$ cat src/design/cpu_pkg.sv
package cpu_pkg;

  typedef logic [31:0] word_t;
  typedef logic [31:0] addr_t;
  typedef logic [4:0]  reg_idx_t;

  localparam int MEM_WORDS = 1024;
  typedef logic [$clog2(MEM_WORDS)-1:0] mem_idx_t;  // Byte address bits 11:2

  // Major opcodes
  localparam logic [6:0] OP_IMM    = 7'b0010011;
  localparam logic [6:0] OP_REG    = 7'b0110011;
  localparam logic [6:0] OP_LUI    = 7'b0110111;
  localparam logic [6:0] OP_LOAD   = 7'b0000011;
  localparam logic [6:0] OP_STORE  = 7'b0100011;
  localparam logic [6:0] OP_BRANCH = 7'b1100011;
  localparam logic [6:0] OP_JAL    = 7'b1101111;

  localparam logic [2:0] F3_ADD  = 3'b000;
  localparam logic [2:0] F3_XOR  = 3'b100;
  localparam logic [2:0] F3_OR   = 3'b110;
  localparam logic [2:0] F3_AND  = 3'b111;
  localparam logic [2:0] F3_WORD = 3'b010;  // LW / SW
  localparam logic [2:0] F3_BEQ  = 3'b000;
  localparam logic [2:0] F3_BNE  = 3'b001;

  localparam logic [6:0] F7_BASE = 7'b0000000;
  localparam logic [6:0] F7_SUB  = 7'b0100000;

  typedef struct packed {
    addr_t addr;
    word_t wdata;
    logic  we;
  } mem_req_t;

  typedef struct packed {
    reg_idx_t   rd;
    reg_idx_t   rs1;
    reg_idx_t   rs2;
    logic [2:0] funct3;
    word_t      imm;
    logic       is_alu;
    logic       use_rs2;  // Register operand instead of immediate
    logic       sub;
    logic       is_lui;
    logic       is_load;
    logic       is_store;
    logic       is_branch;
    logic       is_jal;
    logic       valid;
  } dec_inst_t;

  typedef enum logic [1:0] {
    CORE_FETCH,
    CORE_EXECUTE,
    CORE_HALT
  } core_state_e;

  typedef enum logic {
    EX_RUN,
    EX_LOAD_WB
  } exec_state_e;

endpackage

$ cat src/design/core.sv
`timescale 1ns/1ps

module core (
  input  logic              i_clk,
  input  logic              i_rst,
  output cpu_pkg::mem_req_t o_mem_req,
  input  cpu_pkg::word_t    i_mem_rdata,
  output logic              o_invalid_inst,
  output cpu_pkg::addr_t    o_pc
);
  import cpu_pkg::*;

  core_state_e state;
  addr_t       pc;
  logic        invalid_q;

  logic     fetch_rst, fetch_started, fetch_ready;
  mem_req_t fetch_req;
  word_t    fetch_rdata;
  word_t    inst;

  logic     exec_rst, exec_ready, exec_invalid, exec_pc_change;
  mem_req_t exec_req;
  word_t    exec_rdata;
  addr_t    exec_new_pc;

  // Idle stage is held in reset
  assign fetch_rst = i_rst || (state != CORE_FETCH);
  assign exec_rst  = i_rst || (state != CORE_EXECUTE);

  always_comb begin
    o_mem_req   = '0;
    fetch_rdata = '0;
    exec_rdata  = '0;
    case (state)
      CORE_FETCH: begin
        o_mem_req   = fetch_req;
        fetch_rdata = i_mem_rdata;
      end
      CORE_EXECUTE: begin
        o_mem_req  = exec_req;
        exec_rdata = i_mem_rdata;
      end
      default: o_mem_req = '0;  // No traffic in halt
    endcase
  end

  always_ff @(posedge i_clk) begin
    if (i_rst) begin
      state     <= CORE_FETCH;
      pc        <= '0;
      invalid_q <= 1'b0;
    end else begin
      case (state)
        CORE_FETCH: if (fetch_started && fetch_ready) state <= CORE_EXECUTE;
        CORE_EXECUTE: begin
          if (exec_invalid) begin
            state     <= CORE_HALT;
            invalid_q <= 1'b1;
          end else if (exec_ready) begin
            pc    <= exec_pc_change ? exec_new_pc : pc + 32'd4;
            state <= CORE_FETCH;
          end
        end
        default: state <= CORE_HALT;  // Only reset leaves halt
      endcase
    end
  end

  fetch u_fetch (
    .i_clk       (i_clk),
    .i_rst       (fetch_rst),
    .i_pc        (pc),
    .o_mem_req   (fetch_req),
    .i_mem_rdata (fetch_rdata),
    .o_inst      (inst),
    .o_started   (fetch_started),
    .o_ready     (fetch_ready)
  );

  execute u_execute (
    .i_clk          (i_clk),
    .i_rst          (exec_rst),
    .i_rf_rst       (i_rst),
    .i_inst         (inst),
    .i_pc           (pc),
    .o_mem_req      (exec_req),
    .i_mem_rdata    (exec_rdata),
    .o_pc_change    (exec_pc_change),
    .o_new_pc       (exec_new_pc),
    .o_ready        (exec_ready),
    .o_invalid_inst (exec_invalid)
  );

  assign o_pc           = pc;
  assign o_invalid_inst = invalid_q;

endmodule

$ cat src/design/execute.sv
`timescale 1ns/1ps

module execute (
  input  logic              i_clk,
  input  logic              i_rst,
  input  logic              i_rf_rst,
  input  cpu_pkg::word_t    i_inst,
  input  cpu_pkg::addr_t    i_pc,
  output cpu_pkg::mem_req_t o_mem_req,
  input  cpu_pkg::word_t    i_mem_rdata,
  output logic              o_pc_change,
  output cpu_pkg::addr_t    o_new_pc,
  output logic              o_ready,
  output logic              o_invalid_inst
);
  import cpu_pkg::*;

  exec_state_e ex_state;
  dec_inst_t   dec;
  word_t       rs1_data;
  word_t       rs2_data;
  word_t       op_b;
  word_t       alu_result;
  word_t       wb_data;
  word_t       rf_wdata;
  logic        rf_we;
  logic        taken;

  // Decode
  always_comb begin
    logic [6:0] funct7;
    funct7     = i_inst[31:25];
    dec        = '0;
    dec.rd     = i_inst[11:7];
    dec.rs1    = i_inst[19:15];
    dec.rs2    = i_inst[24:20];
    dec.funct3 = i_inst[14:12];
    case (i_inst[6:0])
      OP_IMM: begin
        dec.is_alu = 1'b1;
        dec.imm    = {{20{i_inst[31]}}, i_inst[31:20]};
        dec.valid  = (dec.funct3 == F3_ADD);
      end
      OP_REG: begin
        dec.is_alu  = 1'b1;
        dec.use_rs2 = 1'b1;
        dec.sub     = (funct7 == F7_SUB);
        dec.valid   = ((funct7 == F7_BASE) &&
                       (dec.funct3 inside {F3_ADD, F3_XOR, F3_OR, F3_AND})) ||
                      ((funct7 == F7_SUB) && (dec.funct3 == F3_ADD));
      end
      OP_LUI: begin
        dec.is_lui = 1'b1;
        dec.imm    = {i_inst[31:12], 12'b0};
        dec.valid  = 1'b1;
      end
      OP_LOAD: begin
        dec.is_load = 1'b1;
        dec.imm     = {{20{i_inst[31]}}, i_inst[31:20]};
        dec.valid   = (dec.funct3 == F3_WORD);
      end
      OP_STORE: begin
        dec.is_store = 1'b1;
        dec.imm      = {{20{i_inst[31]}}, i_inst[31:25], i_inst[11:7]};
        dec.valid    = (dec.funct3 == F3_WORD);
      end
      OP_BRANCH: begin
        dec.is_branch = 1'b1;
        dec.imm       = {{19{i_inst[31]}}, i_inst[31], i_inst[7],
                         i_inst[30:25], i_inst[11:8], 1'b0};
        dec.valid     = (dec.funct3 == F3_BEQ) || (dec.funct3 == F3_BNE);
      end
      OP_JAL: begin
        dec.is_jal = 1'b1;
        dec.imm    = {{11{i_inst[31]}}, i_inst[31], i_inst[19:12],
                      i_inst[20], i_inst[30:21], 1'b0};
        dec.valid  = 1'b1;
      end
      default: dec.valid = 1'b0;  // Includes the all-zero word
    endcase
  end

  reg_file u_reg_file (
    .i_clk      (i_clk),
    .i_rst      (i_rf_rst),
    .i_rs1      (dec.rs1),
    .i_rs2      (dec.rs2),
    .o_rs1_data (rs1_data),
    .o_rs2_data (rs2_data),
    .i_we       (rf_we),
    .i_rd       (dec.rd),
    .i_rd_data  (rf_wdata)
  );

  assign op_b = dec.use_rs2 ? rs2_data : dec.imm;

  always_comb begin
    case (dec.funct3)
      F3_XOR:  alu_result = rs1_data ^ op_b;
      F3_OR:   alu_result = rs1_data | op_b;
      F3_AND:  alu_result = rs1_data & op_b;
      default: alu_result = dec.sub ? (rs1_data - op_b) : (rs1_data + op_b);
    endcase
  end

  always_comb begin
    if (dec.is_lui) wb_data = dec.imm;
    else if (dec.is_jal) wb_data = i_pc + 32'd4;  // Link address
    else wb_data = alu_result;
  end

  // No writes while the stage sits in reset during fetch
  assign rf_we = !i_rst && dec.valid &&
                 (((ex_state == EX_RUN) && (dec.is_alu || dec.is_lui || dec.is_jal)) ||
                  (ex_state == EX_LOAD_WB));
  assign rf_wdata = (ex_state == EX_LOAD_WB) ? i_mem_rdata : wb_data;

  assign taken = (rs1_data == rs2_data) ^ (dec.funct3 == F3_BNE);

  assign o_pc_change    = dec.is_jal || (dec.is_branch && taken);
  assign o_new_pc       = i_pc + dec.imm;
  assign o_ready        = (ex_state == EX_LOAD_WB) || (dec.valid && !dec.is_load);
  assign o_invalid_inst = !dec.valid;

  // Byte and halfword stores are invalid and never reach memory
  always_comb begin
    o_mem_req       = '0;
    o_mem_req.addr  = rs1_data + dec.imm;
    o_mem_req.wdata = rs2_data;
    o_mem_req.we    = dec.valid && dec.is_store && (ex_state == EX_RUN);
  end

  always_ff @(posedge i_clk) begin
    if (i_rst) begin
      ex_state <= EX_RUN;
    end else begin
      case (ex_state)
        EX_RUN:     if (dec.valid && dec.is_load) ex_state <= EX_LOAD_WB;
        EX_LOAD_WB: ex_state <= EX_RUN;
        default:    ex_state <= EX_RUN;
      endcase
    end
  end

endmodule

$ cat src/design/fetch.sv
`timescale 1ns/1ps

module fetch (
  input  logic              i_clk,
  input  logic              i_rst,
  input  cpu_pkg::addr_t    i_pc,
  output cpu_pkg::mem_req_t o_mem_req,
  input  cpu_pkg::word_t    i_mem_rdata,
  output cpu_pkg::word_t    o_inst,
  output logic              o_started,
  output logic              o_ready
);
  import cpu_pkg::*;

  logic started;

  // Read at the PC is presented from the first cycle out of reset
  always_comb begin
    o_mem_req       = '0;
    o_mem_req.addr  = i_pc;
    o_mem_req.wdata = '0;
    o_mem_req.we    = 1'b0;
  end

  always_ff @(posedge i_clk) begin
    if (i_rst) begin
      started <= 1'b0;
    end else begin
      started <= 1'b1;
    end
  end

  // Kept through reset so execute still decodes it
  always_ff @(posedge i_clk) begin
    if (!i_rst && started) begin
      o_inst <= i_mem_rdata;
    end
  end

  assign o_started = started;
  assign o_ready   = started;  // Word arrives now and is latched at this edge

endmodule

$ cat src/design/reg_file.sv
`timescale 1ns/1ps

module reg_file (
  input  logic              i_clk,
  input  logic              i_rst,
  input  cpu_pkg::reg_idx_t i_rs1,
  input  cpu_pkg::reg_idx_t i_rs2,
  output cpu_pkg::word_t    o_rs1_data,
  output cpu_pkg::word_t    o_rs2_data,
  input  logic              i_we,
  input  cpu_pkg::reg_idx_t i_rd,
  input  cpu_pkg::word_t    i_rd_data
);
  import cpu_pkg::*;

  // x0 has no storage
  word_t regs [31:1];

  always_ff @(posedge i_clk) begin
    if (i_rst) begin
      for (int i = 1; i < 32; i++) begin
        regs[i] <= '0;
      end
    end else if (i_we && (i_rd != '0)) begin
      regs[i_rd] <= i_rd_data;
    end
  end

  always_comb begin
    o_rs1_data = '0;
    o_rs2_data = '0;
    if (i_rs1 != '0) o_rs1_data = regs[i_rs1];
    if (i_rs2 != '0) o_rs2_data = regs[i_rs2];
  end

endmodule

$ cat config.mk
export PLATFORM = sky130hd
export DESIGN_NAME = core
export DESIGN_NICKNAME = d
export VERILOG_FILES = /design/src/design/cpu_pkg.sv /design/src/design/core.sv /design/src/design/execute.sv /design/src/design/fetch.sv /design/src/design/reg_file.sv
export SDC_FILE = /design/constraint.sdc
export NUM_CORES = 2
export LEC_CHECK = 0
export ABC_AREA = 1
export BUFFER_PORTS_ARGS = -buffer_cell sky130_fd_sc_hd__buf_2
export CORE_MARGIN = 1.5
export CORE_UTILIZATION = 31
export CTS_CLUSTER_DIAMETER = 50
export DETAILED_ROUTE_END_ITERATION = 10
export PLACE_DENSITY = 0.45
export SYNTH_ARGS = -nofsm -noshare
export SYNTH_HDL_FRONTEND = slang
export SYNTH_SLANG_ARGS = --single-unit
$ cat constraint.sdc
create_clock -name i_clk -period 13.8 [get_ports i_clk]
set_clock_uncertainty 0.2 [all_clocks]
set_input_delay 1.38 -clock i_clk [delete_from_list [all_inputs] [get_ports i_clk]]
set_output_delay 1.38 -clock i_clk [all_outputs]
set_load 0.05 [all_outputs]
* Word-level counts from Yosys, hierarchy flattened
Memory sizes are Yosys's and may differ from the RTL's. A register that Yosys moved wholly into a read port is not among the register bits.
Index checks and enable logic that the tools add are counted.
** Word-level totals
- Flip-flop bits (word level) :: 69
- Bits in writable memories :: 992
- Output and inout bits :: 98
- Logic and storage cells :: 115
- Memories kept :: 1
** Operators by class
- Add/sub/neg operators :: 5
- Equal/unequal tests :: 18
- Multiplexer cells :: 39
- Bitwise logic cells :: 6
- Reductions and logical operators :: 40
** Memories
- u_execute.u_reg_file.regs :: depth 31, bits a word 32, rd ports 2, clocked after memory_dff 2, write ports 31, line reg_file.sv:17 : word_t regs [31:1];
** Operator list (number)
- 2-to-1 mux 32 bit :: 10
- case mux 32 bit (5 select lines) :: 1
- case mux 65 bit (2 select lines) :: 1
- adder 32 bit :: 3
- case mux 32 bit (3 select lines) :: 1
- adder 32 x 3 -> 32 bit, second input constant :: 1
- bitwise AND 32 bit :: 1
- == test 32 bit :: 1
- OR 32 bit :: 1
- OR reduction 32 bit :: 1
- subtractor 32 bit :: 1
- XOR 32 bit :: 1
- == test 7 x 6 -> 1 bit, second input constant :: 4
- 2-to-1 mux 5 bit :: 5
- nonzero test 5 bit :: 3
- == test 7 bit, second input constant :: 2
- 2-to-1 mux 1 bit :: 14
- logical AND 1 bit :: 12
- == test 3 bit, second input constant :: 3
- logical OR 1 bit :: 9
- 2-to-1 mux 2 bit :: 4
- OR reduction 2 bit :: 4
- == test 7 x 2 -> 1 bit, second input constant :: 1
- == test 7 x 5 -> 1 bit, second input constant :: 1
- 18 further kinds :: 23

* Longest topological paths before layout
- Word-level depth :: 14
- Gate-level depth with buffers :: 39

* Modules after synthesis
Synthesis repeated with hierarchy kept, for this count alone.
** Unflattened totals
- Cell total of the unflattened synthesis :: 9687
- Area, all modules :: 71924.0 µm²
** Modules (own cells, without submodules)
- reg_file :: times used 1, cells an instance 7253, area each 56573.0 µm²
- execute :: times used 1, cells an instance 1738, area each 10438.8 µm²
- core :: times used 1, cells an instance 593, area each 3418.3 µm²
- fetch :: times used 1, cells an instance 103, area each 1493.9 µm²

* Least setup slack after synthesis
OpenSTA, ideal clock, no wires.
- Path type :: flip-flop to output port
- Start point :: register (tool-made name)
- End point :: output port o_mem_req[58] in the netlist's numbering
- Data arrival time :: 4.435 ns
- Required time :: 12.220 ns
- Slack :: 7.785 ns
- Stages on the path, launching flop included :: 30
- Path buffers :: 3
- Path through :: dfxtp_1 buf_2 buf_4 clkbuf_1 o21ai_0 o211ai_1 nand3_1 nand2_1 nor2_1 nor2_1 ha_1 nand3_1 nand2_1 nand2_1 nand2_1 a21oi_1 nor2_1 nor2_1 o21bai_1 nand3_1 nand2_1 nand2_1 nand3_1 a21oi_1 o21ai_0 nand2_1 nand2_1 nand2_1 nand2_1 o21ai_0
** RTL lines
- to (decl) :: line core.sv:6 : output cpu_pkg::mem_req_t o_mem_req,

==> impl_metrics.tcl <==
set metrics [dict create \
    crit_path_start_kind "flop" \
    report.final.hold_viol_count 0 \
    clkSinkCount 1103 \
    final_antenna_net_count 0 \
    grt_pass1_wl_um 474000 \
    crit_top_cell "sky130_fd_sc_hd__nand2_1" \
    drc_errors 0 \
    worst_setup_path_class "flop to output pin" \
    post_cts_buffers 0 \
    cp-end-kind "output pin" \
    ctsHoldBuffers 0 \
    master_cell_of_the_clock_root_buffer "sky130_fd_sc_hd__clkbuf_16" \
    clkSlewWorstSetupHoldPaths_ns 0.05 \
    worstPathMaxFanout 154 \
    synth-edff-count 1056 \
    number_of_buffers_on_the_longest_clock_path 3 \
    post_route_cells_drive_above_1_share_pct 7.76 \
    syn_area_mm2 0.0704 \
    max-cap-violations 0 \
    number_of_ports_placed_on_the_die_boundary 132 \
    cell_internal_pwr_mw 7.28 \
    die_width_um 480 \
    worstPathCellList "buf_12, buf_4, buf_4, nand2_1, nand3_1, nand3_1, nand2_1, nand2_1, nand3_1, nand2_1, nor2_1, ha_1, nand2_1, nor2_1, inv_1, nor3_1, nand4_1, nand2_1, nand2_1, nand3_1, xor2_1, o21ai_0, buf_2" \
    ys_warn_count 0 \
    total_switching_power_mw 4.69 \
    syn_avg_cell_area_um2 7.56 \
    p_leak_nw 32.4 \
    clk-insertion-delay-late_ns 0.84 \
    ys_top_cells_by_area "sky130_fd_sc_hd__edfxtp_1, sky130_fd_sc_hd__nand2_1, sky130_fd_sc_hd__nand3_1, sky130_fd_sc_hd__nor2_1, sky130_fd_sc_hd__a21oi_1" \
    final.min_clock_period_ns 10.17 \
    clock_tree.htree_level_count 4 \
    synth_cell_types 62 \
    grt_antenna_before_repair 4 \
    num_vias 68500 \
    worst-path-buf-inv 5 \
    dp.final_hpwl_um 199000 \
    ys_seq_elements 1103 \
    share_seq_of_total_power_pct 33.1 \
    hold_class "flop to flop" \
    post-synth-top-count-cell "sky130_fd_sc_hd__nand2_1" \
    ys_async_sr_fraction_pct 0 \
    most_frequently_used_flop_master_after_synthesis "sky130_fd_sc_hd__edfxtp_1" \
    period_share_pct 73.7 \
    path_delay_family "simple AND/OR/NAND/NOR gates" \
    vias_in_the_first_global_route 65300 \
    tightest_slew_ns 1.33 \
    number_of_rows_in_the_core_area 174 \
    cpMaxStageDelayCell "sky130_fd_sc_hd__buf_4" \
    rsz0062_at_grt "false" \
    cts_made_buffers 164 \
    synth_top_cells_by_count "sky130_fd_sc_hd__nand2_1, sky130_fd_sc_hd__nand3_1, sky130_fd_sc_hd__nor2_1" \
    timing.final.setup_violations 0 \
    clock_power_share_pct 36.6 \
    die_height_um 480 \
    synthesis.instances 9312 \
    average_wire_length_per_cell_after_detail_routing_um 27.3 \
    initial_util_pct 31.3 \
    cts_tree "done" \
    numnets_final 9277 \
    layout.core_utilization_pct 35.0 \
    drt-initial-drc-count 8047 \
    cp.required_ns 12.22 \
    seq_area_frac_synth_pct 46.4 \
    largest_net_degree_at_the_start_of_global_routing 170 \
    max_freq_mhz 98.3 \
    synthDominantCellAreaShare_pct 45.0 \
    stdcell_count 12200 \
    ir_worst_vdd_mv 0.118 \
    place_congestion 0.952 \
    maxSlewHeadroom_pct 11.3 \
    cp_data_arrival_time_ns 8.59 \
    fillCellCount 23600 \
    cp_slowest_stage_delay_ns 0.93 \
    cts_repair_resize_count 0 \
    grt_usage_pct 28.2 \
    drtPass1Iterations 7 \
    power.share.switching_pct 39.2 \
    post-synth-top-area-cell "sky130_fd_sc_hd__edfxtp_1" \
    power_density_mw_per_mm2 152 \
    die_area_mm2 0.230 \
    detail_route.wirelength_um 334000 \
    setup_tns_ns 0 \
    port_buffers 131 \
    run_status "finished, final reports clean" \
    p_comb_share_pct 30.3 \
    vias_per_std_cell 5.61 \
    grt_overflow 0 \
    final-max-slew-violation-count 0 \
    core_region_area_mm2 0.225 \
    synthToLayoutAreaGrowth_pct 11.8 \
    placedCellCount 11900 \
]
-- cell families after synthesis --
| group | Yosys count | share of synthesized area, % |
|---|---|---|
| adders and majority gates | 162 | 2.91 |
| other | 1 | 0.00532 |
| AOI/OAI and AO/OA | 1003 | 8.14 |
| and+or+nand+nor | 5803 | 34.1 |
| xor gates and xnor gates | 113 | 1.40 |
| DFF | 1103 | 46.4 |
| buffers and inverters | 1127 | 7.07 |
-- path summary, 6_finish.rpt --
| kind | startpoint | end | slack, ns | cells after the start |
|---|---|---|---|---|
| min reg2reg | o_invalid_inst$_SDFFE_PP0P_ | o_invalid_inst$_SDFFE_PP0P_ | 0.25 | 2 |
| min | o_invalid_inst$_SDFFE_PP0P_ | o_invalid_inst$_SDFFE_PP0P_ | 0.25 | 2 |
| max | flop | o_mem_req[64] | 3.63 | 23 |
| max reg2reg | flop | u_execute.u_reg_file.regs[31][22]$_SDFFCE_PN0P_ | 5.00 | 35 |
-- cell usage in the layout (no fill, tap or decap), drive strengths merged, types with 9 or more instances in the layout --
cell / synthesis / routed
nand2: 2928 / 2928
o221ai: 9 / 9
edfxtp: 1056 / 1056
xnor2: 32 / 32
a211oi: 12 / 12
o31ai: 29 / 29
a221oi: 23 / 23
nand4: 39 / 39
clkbuf: 302 / 183
o211ai: 42 / 42
nor4: 13 / 13
dfxtp: 47 / 47
o21ai: 310 / 310
buf: 421 / 295
xor2: 81 / 81
clkinvlp: 0 / 15
bufinv: 0 / 23
a31oi: 13 / 13
a22oi: 13 / 13
o21bai: 24 / 24
nor2: 1232 / 1232
nor3: 44 / 44
nand3: 1535 / 1535
a21oi: 468 / 468
inv: 399 / 416
conb: 1 / 32
o22ai: 20 / 20
o2111ai: 12 / 12
ha: 159 / 159
clkinv: 5 / 68
-- through the flow --
step | hold slack (ns) | setup slack [ns] | power (mW) | cell area, um2
4_1_cts | 0.254 | 3.91 | 12.0 | 78800
2_1_floorplan | 0.247 | 7.79 | 6.27 | 70600
3_3_place_gp | 0.239 | 4.90 | 7.59 | 73200
6_report | 0.252 | 3.63 | 12.0 | 78800
3_5_place_dp | 0.246 | 4.79 | 7.60 | 73200
5_1_grt | 0.275 | 3.50 | 12.4 | 78800
-- tightest hold or removal path, cell delays in order, from the launching register on --
cell and delay [ns]:
sky130_fd_sc_hd__dfxtp_1 0.30, sky130_fd_sc_hd__inv_1 0.04, sky130_fd_sc_hd__a21oi_1 0.06
-- flip-flops by register name, indices dropped and copies added (netlist names), named ones only --
register and count:
state 2, o_invalid_inst 1, u_execute.u_reg_file.regs 1024, u_fetch.o_ready 1, o_pc 32, u_execute.ex_state 1
u_fetch.o_inst 32
-- cell type report --
class	instances	area (um2)	share of cell area, %
sequential	1103	32700	41.5
tap	2992	3740	4.75
antenna	1	2.50	0.00318
clock buffer	183	4220	5.35
inverter	404	1570	1.99
clock inverter	118	1360	1.73
multi-input combinational	7113	33200	42.2
timing repair buffer	295	1990	2.52
-- layer usage --
layer / global-route usage [%] / wire (um) / share of wire, %
met2: 44.1 / 149000 / 45
met5: 0 / 0 / 0
met3: 4.85 / 28100 / 8.4
met4: 13.0 / 16000 / 4.8
met1: 37.9 / 141000 / 42
-- power by group through the flow --
stage | clock [mW] | combinational, mW | sequential [mW]
4_1_cts | 4.43 | 3.58 | 3.96
3_3_place_gp | 0 | 3.57 | 4.03
2_1_floorplan | 0 | 2.31 | 3.95
3_5_place_dp | 0 | 3.57 | 4.03
6_report | 4.38 | 3.63 | 3.97
5_1_grt | 4.55 | 3.89 | 3.98
(Power assumes the default switching activity.)
